**config.mk**
```make
export PLATFORM = sky130hd
export DESIGN_NAME = neuralLayerTop
export DESIGN_NICKNAME = d
export VERILOG_FILES = /design/src/logic/networkPkg.sv /design/src/logic/axiLiteBus.sv /design/src/logic/activationLoader.sv /design/src/logic/neuronNode.sv /design/src/logic/neuronLayer.sv /design/src/logic/resultReader.sv /design/src/logic/neuralLayerTop.sv
export VERILOG_INCLUDE_DIRS = /design/src /design/src/logic
export SDC_FILE = /design/constraint.sdc
export NUM_CORES = 2
export LEC_CHECK = 0
export ABC_AREA = 1
export BUFFER_PORTS_ARGS = -buffer_cell sky130_fd_sc_hd__buf_2
export CAP_MARGIN = 20
export CELL_PAD_IN_SITES_DETAIL_PLACEMENT = 2
export CELL_PAD_IN_SITES_GLOBAL_PLACEMENT = 2
export CORE_MARGIN = 8
export CORE_UTILIZATION = 40
export DETAILED_ROUTE_END_ITERATION = 16
export GPL_TIMING_DRIVEN = 0
export HOLD_SLACK_MARGIN = 0.03
export PLACE_DENSITY = 0.83
export SLEW_MARGIN = 20
export SYNTH_ARGS = -nofsm -noshare
export SYNTH_HDL_FRONTEND = slang
export SYNTH_SLANG_ARGS = --single-unit
```
**constraint.sdc**
```tcl
create_clock -name clk -period 11.15 [get_ports clk]
set_clock_uncertainty 0.15 [all_clocks]
set_input_delay 2.23 -clock clk [delete_from_list [all_inputs] [get_ports clk]]
set_output_delay 2.23 -clock clk [all_outputs]
set_load 0.05 [all_outputs]
```
**src/logic/network_settings.svh**
```systemverilog
`ifndef NETWORK_SETTINGS_SVH
`define NETWORK_SETTINGS_SVH

`define ACTIVATION_COUNT 15
`define NODE_COUNT 4

`define DATA_WIDTH 32
`define ADDR_WIDTH 8

`define ADDR_ACT_BASE 8'h00
`define ADDR_START 8'h3C
`define ADDR_RESULT_BASE 8'h40
`define ADDR_STATUS 8'h50

`define RESP_OKAY 2'b00
`define RESP_SLVERR 2'b10

// ~~~~~~~~~~~~~~~~~~~~~~~~~~~~~~~~~~~~~~~~~~~~~~~~~~~~~~~~~~~~~~~~~~~~~
// Weight lists run from input 14 on the left down to input 0 on the right.
// ~~~~~~~~~~~~~~~~~~~~~~~~~~~~~~~~~~~~~~~~~~~~~~~~~~~~~~~~~~~~~~~~~~~~~
`define NODE_WEIGHTS_0 {-8'sd7, -8'sd31, -8'sd31, -8'sd22, -8'sd29, 8'sd31, 8'sd3, 8'sd5, \
	8'sd18, 8'sd31, -8'sd31, 8'sd0, -8'sd7, 8'sd18, -8'sd3}
`define NODE_WEIGHTS_1 {8'sd12, -8'sd4, 8'sd27, 8'sd9, -8'sd15, 8'sd2, -8'sd30, 8'sd21, \
	-8'sd6, 8'sd14, 8'sd25, -8'sd11, 8'sd7, -8'sd19, 8'sd16}
`define NODE_WEIGHTS_2 {-8'sd20, 8'sd8, 8'sd1, -8'sd26, 8'sd13, 8'sd29, -8'sd2, -8'sd17, \
	8'sd24, -8'sd9, 8'sd4, 8'sd30, -8'sd23, 8'sd11, 8'sd6}
`define NODE_WEIGHTS_3 {8'sd31, 8'sd31, 8'sd28, 8'sd22, 8'sd19, 8'sd26, 8'sd30, 8'sd24, \
	8'sd17, 8'sd29, 8'sd21, 8'sd31, 8'sd25, 8'sd23, 8'sd27}
`define NODE_BIAS_0 -16'sd512
`define NODE_BIAS_1 16'sd256
`define NODE_BIAS_2 -16'sd1024
`define NODE_BIAS_3 16'sd96

`endif

```
**src/logic/networkPkg.sv**
```systemverilog
`include "network_settings.svh"

package networkPkg;

	// ~~~~~~~~~~~~~~~~~~~~~~~~~~~~~~~~~~~~~~~~~~~~~~~~~~~~~~~~~~~~~~~~~~~~~
	// Scalar values of the datapath.
	// ~~~~~~~~~~~~~~~~~~~~~~~~~~~~~~~~~~~~~~~~~~~~~~~~~~~~~~~~~~~~~~~~~~~~~
	typedef logic signed [7:0] activation_t;
	typedef logic signed [7:0] weight_t;
	typedef logic signed [15:0] product_t;
	typedef logic signed [22:0] accum_t; // Holds fifteen products plus the bias.
	typedef logic [7:0] nodeOut_t;

	// ~~~~~~~~~~~~~~~~~~~~~~~~~~~~~~~~~~~~~~~~~~~~~~~~~~~~~~~~~~~~~~~~~~~~~
	// Vectors passed between the blocks.
	// ~~~~~~~~~~~~~~~~~~~~~~~~~~~~~~~~~~~~~~~~~~~~~~~~~~~~~~~~~~~~~~~~~~~~~
	typedef activation_t [`ACTIVATION_COUNT-1:0] activationVector_t;
	typedef weight_t [`ACTIVATION_COUNT-1:0] weightVector_t;
	typedef nodeOut_t [`NODE_COUNT-1:0] resultVector_t;

	typedef enum logic
	{
		IDLE,
		RESPOND
	} respState_t;

endpackage

```
**src/logic/axiLiteBus.sv**
```systemverilog
`include "network_settings.svh"

interface axiLiteBus;

	logic [`ADDR_WIDTH-1:0] awaddr;
	logic awvalid;
	logic awready;

	logic [`DATA_WIDTH-1:0] wdata;
	logic wvalid;
	logic wready;

	logic [1:0] bresp;
	logic bvalid;
	logic bready;

	logic [`ADDR_WIDTH-1:0] araddr;
	logic arvalid;
	logic arready;

	logic [`DATA_WIDTH-1:0] rdata;
	logic [1:0] rresp;
	logic rvalid;
	logic rready;

	modport slaveWrite (input awaddr, awvalid, wdata, wvalid, bready,
		output awready, wready, bresp, bvalid);
	modport slaveRead (input araddr, arvalid, rready,
		output arready, rdata, rresp, rvalid);
	modport master (output awaddr, awvalid, wdata, wvalid, bready, araddr, arvalid, rready,
		input awready, wready, bresp, bvalid, arready, rdata, rresp, rvalid);

endinterface

```
**src/logic/activationLoader.sv**
```systemverilog
`include "network_settings.svh"

module activationLoader
(
	input logic clk,
	input logic reset,
	axiLiteBus.slaveWrite bus,
	output networkPkg::activationVector_t activations,
	output logic start
);
	import networkPkg::*;

	localparam int actIndexWidth = $clog2(`ACTIVATION_COUNT);

	respState_t state;
	logic writeFire;
	logic [`ADDR_WIDTH-1:0] actOffset;
	logic [`ADDR_WIDTH-3:0] actWord;
	logic actHit;
	logic startHit;

	// Address and data are taken together, so both readies follow both valids.
	assign writeFire = (state == IDLE) && bus.awvalid && bus.wvalid;
	assign bus.awready = writeFire;
	assign bus.wready = writeFire;

	// ~~~~~~~~~~~~~~~~~~~~~~~~~~~~~~~~~~~~~~~~~~~~~~~~~~~~~~~~~~~~~~~~~~~~~
	// Address decode.
	// ~~~~~~~~~~~~~~~~~~~~~~~~~~~~~~~~~~~~~~~~~~~~~~~~~~~~~~~~~~~~~~~~~~~~~
	assign actOffset = bus.awaddr - `ADDR_ACT_BASE;
	assign actWord = actOffset[`ADDR_WIDTH-1:2];
	assign actHit = (actOffset[1:0] == 2'b00) && (actWord < `ACTIVATION_COUNT);
	assign startHit = (bus.awaddr == `ADDR_START);

	always_ff @(posedge clk)
	begin
		if (reset)
		begin
			state <= IDLE;
			bus.bvalid <= 1'b0;
			bus.bresp <= `RESP_OKAY;
			start <= 1'b0;
			activations <= '0;
		end
		else
		begin
			start <= 1'b0; // Single-cycle pulse.
			case (state)
				IDLE:
				begin
					if (writeFire)
					begin
						bus.bvalid <= 1'b1;
						state <= RESPOND;
						if (actHit)
						begin
							activations[actWord[actIndexWidth-1:0]] <= bus.wdata[7:0];
							bus.bresp <= `RESP_OKAY;
						end
						else if (startHit)
						begin
							start <= 1'b1;
							bus.bresp <= `RESP_OKAY;
						end
						else
						begin
							bus.bresp <= `RESP_SLVERR; // Unmapped, nothing is written.
						end
					end
				end
				RESPOND:
				begin
					if (bus.bready)
					begin
						bus.bvalid <= 1'b0;
						state <= IDLE;
					end
				end
				default:
				begin
					bus.bvalid <= 1'b0;
					state <= IDLE;
				end
			endcase
		end
	end

endmodule

```
**src/logic/neuronNode.sv**
```systemverilog
`include "network_settings.svh"

module neuronNode
#(
	parameter networkPkg::weightVector_t weights = '0,
	parameter networkPkg::product_t bias = '0
)
(
	input logic clk,
	input logic reset,
	input networkPkg::activationVector_t activations,
	output networkPkg::nodeOut_t result
);
	import networkPkg::*;

	activationVector_t activationsReg;
	product_t products [`ACTIVATION_COUNT];
	accum_t sumNext;
	accum_t sumReg;
	nodeOut_t rounded;

	// ~~~~~~~~~~~~~~~~~~~~~~~~~~~~~~~~~~~~~~~~~~~~~~~~~~~~~~~~~~~~~~~~~~~~~
	// Multiply-accumulate.
	// ~~~~~~~~~~~~~~~~~~~~~~~~~~~~~~~~~~~~~~~~~~~~~~~~~~~~~~~~~~~~~~~~~~~~~
	always_comb
	begin
		for (int i = 0; i < `ACTIVATION_COUNT; i++)
		begin
			products[i] = activationsReg[i] * weights[i]; // Signed 8x8 into 16 bits.
		end
	end

	always_comb
	begin
		sumNext = accum_t'(bias);
		for (int i = 0; i < `ACTIVATION_COUNT; i++)
		begin
			sumNext = sumNext + accum_t'(products[i]);
		end
	end

	// Bit 5 is the half-LSB of the output scale, so adding it rounds to nearest.
	assign rounded = sumReg[13:6] + {7'd0, sumReg[5]};

	// ~~~~~~~~~~~~~~~~~~~~~~~~~~~~~~~~~~~~~~~~~~~~~~~~~~~~~~~~~~~~~~~~~~~~~
	// Three register stages.
	// ~~~~~~~~~~~~~~~~~~~~~~~~~~~~~~~~~~~~~~~~~~~~~~~~~~~~~~~~~~~~~~~~~~~~~
	always_ff @(posedge clk)
	begin
		if (reset)
		begin
			activationsReg <= '0;
			sumReg <= '0;
			result <= '0;
		end
		else
		begin
			activationsReg <= activations;
			sumReg <= sumNext;
			if (sumReg[22])
			begin
				result <= 8'd0; // Negative sums are rectified.
			end
			else if (sumReg[21:13] != 9'd0)
			begin
				result <= 8'd127; // Saturate.
			end
			else
			begin
				result <= rounded;
			end
		end
	end

endmodule

```
**src/logic/neuronLayer.sv**
```systemverilog
`include "network_settings.svh"

module neuronLayer
(
	input logic clk,
	input logic reset,
	input networkPkg::activationVector_t activations,
	input logic start,
	output networkPkg::resultVector_t results,
	output logic resultValid
);
	import networkPkg::*;

	localparam weightVector_t nodeWeights [`NODE_COUNT] = '{
		`NODE_WEIGHTS_0,
		`NODE_WEIGHTS_1,
		`NODE_WEIGHTS_2,
		`NODE_WEIGHTS_3
	};

	localparam product_t nodeBias [`NODE_COUNT] = '{
		`NODE_BIAS_0,
		`NODE_BIAS_1,
		`NODE_BIAS_2,
		`NODE_BIAS_3
	};

	logic [2:0] validPipe;

	for (genvar n = 0; n < `NODE_COUNT; n++)
	begin : node
		neuronNode
		#(
			.weights(nodeWeights[n]),
			.bias(nodeBias[n])
		)
		i_neuronNode
		(
			.clk(clk),
			.reset(reset),
			.activations(activations),
			.result(results[n])
		);
	end

	// Matches the three register stages inside each node.
	always_ff @(posedge clk)
	begin
		if (reset)
		begin
			validPipe <= '0;
		end
		else
		begin
			validPipe <= {validPipe[1:0], start};
		end
	end

	assign resultValid = validPipe[2];

endmodule

```
**src/logic/resultReader.sv**
```systemverilog
`include "network_settings.svh"

module resultReader
(
	input logic clk,
	input logic reset,
	axiLiteBus.slaveRead bus,
	input logic start,
	input networkPkg::resultVector_t results,
	input logic resultValid
);
	import networkPkg::*;

	localparam int nodeIndexWidth = $clog2(`NODE_COUNT);

	respState_t state;
	resultVector_t captured;
	logic done;
	logic readFire;
	logic [`ADDR_WIDTH-1:0] resOffset;
	logic [`ADDR_WIDTH-3:0] resWord;
	logic resHit;
	logic statusHit;
	logic [`DATA_WIDTH-1:0] readData;
	logic [1:0] readResp;

	assign bus.arready = (state == IDLE);
	assign readFire = bus.arready && bus.arvalid;

	// ~~~~~~~~~~~~~~~~~~~~~~~~~~~~~~~~~~~~~~~~~~~~~~~~~~~~~~~~~~~~~~~~~~~~~
	// Address decode and read mux.
	// ~~~~~~~~~~~~~~~~~~~~~~~~~~~~~~~~~~~~~~~~~~~~~~~~~~~~~~~~~~~~~~~~~~~~~
	assign resOffset = bus.araddr - `ADDR_RESULT_BASE;
	assign resWord = resOffset[`ADDR_WIDTH-1:2];
	assign resHit = (resOffset[1:0] == 2'b00) && (resWord < `NODE_COUNT);
	assign statusHit = (bus.araddr == `ADDR_STATUS);

	always_comb
	begin
		readData = '0;
		readResp = `RESP_OKAY;
		if (resHit)
			readData[$bits(nodeOut_t)-1:0] = captured[resWord[nodeIndexWidth-1:0]];
		else if (statusHit)
			readData[0] = done;
		else
			readResp = `RESP_SLVERR;
	end

	always_ff @(posedge clk)
	begin
		if (reset)
		begin
			state <= IDLE;
			bus.rvalid <= 1'b0;
			captured <= '0;
			done <= 1'b0;
		end
		else
		begin
			if (resultValid)
			begin
				captured <= results;
				done <= 1'b1; // Takes priority over a start in the same cycle.
			end
			else if (start)
			begin
				done <= 1'b0;
			end

			if (readFire)
			begin
				bus.rvalid <= 1'b1;
				state <= RESPOND;
			end
			else if ((state == RESPOND) && bus.rready)
			begin
				bus.rvalid <= 1'b0;
				state <= IDLE;
			end
		end
	end

	// Payload only changes on an accepted address, so it holds through back-pressure.
	always_ff @(posedge clk)
	begin
		if (readFire)
		begin
			bus.rdata <= readData;
			bus.rresp <= readResp;
		end
	end

endmodule

```
**src/logic/neuralLayerTop.sv**
```systemverilog
`include "network_settings.svh"

module neuralLayerTop
(
	input logic clk,
	input logic reset,
	input logic [`ADDR_WIDTH-1:0] awaddr,
	input logic awvalid,
	output logic awready,
	input logic [`DATA_WIDTH-1:0] wdata,
	input logic wvalid,
	output logic wready,
	output logic [1:0] bresp,
	output logic bvalid,
	input logic bready,
	input logic [`ADDR_WIDTH-1:0] araddr,
	input logic arvalid,
	output logic arready,
	output logic [`DATA_WIDTH-1:0] rdata,
	output logic [1:0] rresp,
	output logic rvalid,
	input logic rready
);
	import networkPkg::*;

	activationVector_t activations;
	resultVector_t results;
	logic start;
	logic resultValid;

	axiLiteBus bus ();

	// ~~~~~~~~~~~~~~~~~~~~~~~~~~~~~~~~~~~~~~~~~~~~~~~~~~~~~~~~~~~~~~~~~~~~~
	// Plain ports onto the bus.
	// ~~~~~~~~~~~~~~~~~~~~~~~~~~~~~~~~~~~~~~~~~~~~~~~~~~~~~~~~~~~~~~~~~~~~~
	assign bus.awaddr = awaddr;
	assign bus.awvalid = awvalid;
	assign awready = bus.awready;
	assign bus.wdata = wdata;
	assign bus.wvalid = wvalid;
	assign wready = bus.wready;
	assign bresp = bus.bresp;
	assign bvalid = bus.bvalid;
	assign bus.bready = bready;
	assign bus.araddr = araddr;
	assign bus.arvalid = arvalid;
	assign arready = bus.arready;
	assign rdata = bus.rdata;
	assign rresp = bus.rresp;
	assign rvalid = bus.rvalid;
	assign bus.rready = rready;

	activationLoader i_activationLoader
	(
		.clk(clk),
		.reset(reset),
		.bus(bus.slaveWrite),
		.activations(activations),
		.start(start)
	);

	neuronLayer i_neuronLayer
	(
		.clk(clk),
		.reset(reset),
		.activations(activations),
		.start(start),
		.results(results),
		.resultValid(resultValid)
	);

	resultReader i_resultReader
	(
		.clk(clk),
		.reset(reset),
		.bus(bus.slaveRead),
		.start(start),
		.results(results),
		.resultValid(resultValid)
	);

endmodule

```
==> flow_metrics.py <==
metrics = {
    "route": {
        "drtPass1Iterations": 5,
        "drt_iter0_drc": 4389,
        "route.vias.total": 53704,
        "via_per_inst": 5.49,
        "drcViolationCount": 0,
        "drtAntennaViolNets": 0,
        "wl_per_cell_um": 33.8,
        "wirelength_um": 330000,
    },
    "run": {
        "maxCapViolCount": 0,
    },
    "floorplanning": {
        "io_pins": 96,
        "core-area_sq_um": 172000,
        "start_util": 0.402,
        "die_h_um": 432,
        "die_x_um": 432,
        "fp-row-count": 152,
        "dieArea_sq_um": 186000,
    },
    "critical_path": {
        "worstReg2RegEnd": "i_neuronLayer.node[2].i_neuronNode.sumReg[14]",
        "slowest_stage": "dfxtp_1",
        "critPathTopFamily": "adder cells",
        "cpPeakStageDelay_ns": 0.80,
        "cp-start-kind": "register",
        "critPathRequiredTime_ns": 11.56,
        "critPathKind": "register to register",
        "cp-end-kind": "register",
        "critPathBufInv": 5,
        "crit_top_cell": "fa_1",
        "r2r_cells": 31,
        "cp_max_fo": 9,
        "rrSetupSlack_ns": 0.13,
        "cp.arrival_ns": 11.43,
    },
    "timing": {
        "min_period_ns": 11.02,
        "worstMarginPinSlew_ns": 1.31,
        "setup-tns-final_ns": 0,
        "holdWs_ns": 0.252,
        "slew_headroom": 0.129,
        "hold_viol": 0,
        "finalSetupViolations": 0,
        "drv_slew": 0,
        "post-route-period-util": 0.988,
        "max_freq_ghz": 0.0907,
        "grt_setup_unrepaired": "false",
    },
    "logic_synthesis": {
        "ys_seq_elements": 394,
        "synth_area_leaders": "fa_1 41%, ha_1 19%, inv_1 12%",
        "yosysWarningCount": 0,
        "async_flop_share": 0,
        "synth_edf_count": 9,
        "ys.flop_type": "dfxtp_1",
        "synth_cells": 7293,
        "synthTopCellsByCount": "2296 x inv_1, 1403 x fa_1, 1050 x ha_1",
        "synth_cell_type_count": 52,
        "yosysTopAreaCell": "fa_1",
        "synth.avg_cell_area_sq_um": 9.48,
        "synth_top_area_frac": 0.406,
        "synth.most_common_cell": "inv_1",
        "synth-seq-area-share": 0.115,
        "synthesis.area_sq_um": 69100,
    },
    "cts": {
        "clkSlewWorstSetupHoldPaths_ns": 0.08,
        "holdBufCountCts": 0,
        "clockBufferDepth": 3,
        "cts_buffers": 45,
        "clk_latency_ns": 0.69,
        "cts.sinks": 394,
        "cts_tree": "built",
        "htree_levels": 2,
        "root_buffer": "clkbuf_16",
    },
    "grt": {
        "gr-total-overflow": 0,
        "grt_pass1_vias": 63560,
        "grt_max_degree": 24,
        "grt.total_usage": 0.353,
        "antenna_found_initial": 33,
        "grt_pass1_wl_um": 466000,
    },
    "min_path": {
        "hp-start": "i_activationLoader.activations[98]",
        "whs_path_depth": 2,
        "hp-class": "register to register",
    },
    "layout": {
        "fin_nets": 9932,
        "drive_above_1_share": 0.0473,
        "area_delta_synth_final_pct": 7.71,
    },
    "placed_design": {
        "gp_congestion": 1.10,
        "numPortBuffers": 43,
        "place_hpwl_um": 286000,
    },
    "pwr": {
        "p_leak_nw": 39.1,
        "peakVddDrop_uv": 127,
        "power_density_nw_per_um2": 54.8,
    },
    "run_status": {
        "status": "finished clean",
    },
}
==> stage by stage <==
step	worst slack (ns)	instances	util	total power, mW	area (sq um)
detailed placement	-0.974	9682	0.423	2.42	72600
floorplan	1.80	7318	-	2.08	69200
global placement	-1.49	9671	0.421	2.37	72300
global route	0.00856	9771	0.433	4.22	74400
CTS	-0.0267	9767	0.432	4.08	74300
finish	0.130	9788	0.434	4.08	74500
==> flip-flops by register name (all words and copies together), names as in the netlist, 3 cells and up <==
register	flops
i_activationLoader.activations	120
i_neuronLayer.node.i_neuronNode.result	32
i_neuronLayer.validPipe	3
i_neuronLayer.node.i_neuronNode.activationsReg	120
i_resultReader.captured	32
i_resultReader.bus.rdata	8
i_neuronLayer.node.i_neuronNode.sumReg	72
==> how the worst max path moves through the flow <==
stage / startpoint / end / slack, ns / cells past startpoint
final: register / i_neuronLayer.node[2].i_neuronNode.sumReg[14] / 0.13 / 31
after global routing: register / i_neuronLayer.node[3].i_neuronNode.sumReg[21] / 0.009 / 35
after CTS: register / i_neuronLayer.node[3].i_neuronNode.sumReg[20] / -0.03 / 34
after detailed placement: register / i_neuronLayer.node[3].i_neuronNode.sumReg[20] / -0.97 / 34
after global placement: register / i_neuronLayer.node[2].i_neuronNode.sumReg[22] / -1.49 / 34
after floorplan: register / i_neuronLayer.node[3].i_neuronNode.sumReg[20] / 1.80 / 33
==> what timing repair did <==
| action | CTS | global route |
|---|---|---|
| endpoints found under the hold margin | 0 | 0 |
| setup buffers | 1 | 4 |
| resized for setup | 20 | 40 |
| setup endpoints to repair | 24 | 28 |
==> layout by cell type, fill, tap and decap left out, drive strengths merged, types with 29 or more instances in the layout <==
| cell type | Yosys | routed |
|---|---|---|
| inv | 2298 | 2299 |
| xor2 | 149 | 149 |
| buf | 46 | 104 |
| nand3 | 112 | 112 |
| dfxtp | 385 | 385 |
| ha | 1050 | 1050 |
| a21oi | 303 | 303 |
| nor2 | 490 | 490 |
| clkbuf | 60 | 118 |
| xnor2 | 73 | 73 |
| nand4 | 29 | 29 |
| fa | 1403 | 1403 |
| a211oi | 80 | 80 |
| o21ai | 192 | 192 |
| nand2 | 447 | 447 |
==> cell type report <==
type,instances,area (sq um)
Inverter,2301,8660
Multi-Input combinational cell,4517,52200
Buffer,106,558
Timing Repair Buffer,59,473
Tap cell,2310,2890
Fill cell,18448,97300
Clock inverter,26,347
Clock buffer,58,1240
Sequential cell,394,8080
Antenna cell,17,42.5
==> power by group <==
part / switching [mW] / total, mW / internal (mW)
registers: 0.0474 / 1.54 / 1.49
clock network: 0.736 / 1.66 / 0.923
logic: 0.614 / 0.880 / 0.266
==> kinds of logic after synthesis <==
| kind of cell | Yosys count | share of synthesized area |
|---|---|---|
| compound gates | 670 | 0.0581 |
| xor+xnor | 222 | 0.0281 |
| fa+ha+maj | 2453 | 0.596 |
| buf+inv | 2407 | 0.133 |
| flops | 394 | 0.115 |
| other cells | 1 | 0.0000543 |
| simple gates | 1146 | 0.0690 |
==> worst min-delay path, delay by kind of cell, from the launching register on <==
| kind | cells | cell delay (ns) |
|---|---|---|
| simple gates | 1 | 0.04 |
| flops | 1 | 0.29 |
| buf+inv | 1 | 0.07 |
==> layer usage <==
metal  track usage  wire [um]
met3        0.0889      29300
met1         0.412     121000
met5             0        107
met2         0.549     145000
met4         0.294      35600
Power figures use the tool's default switching activity.
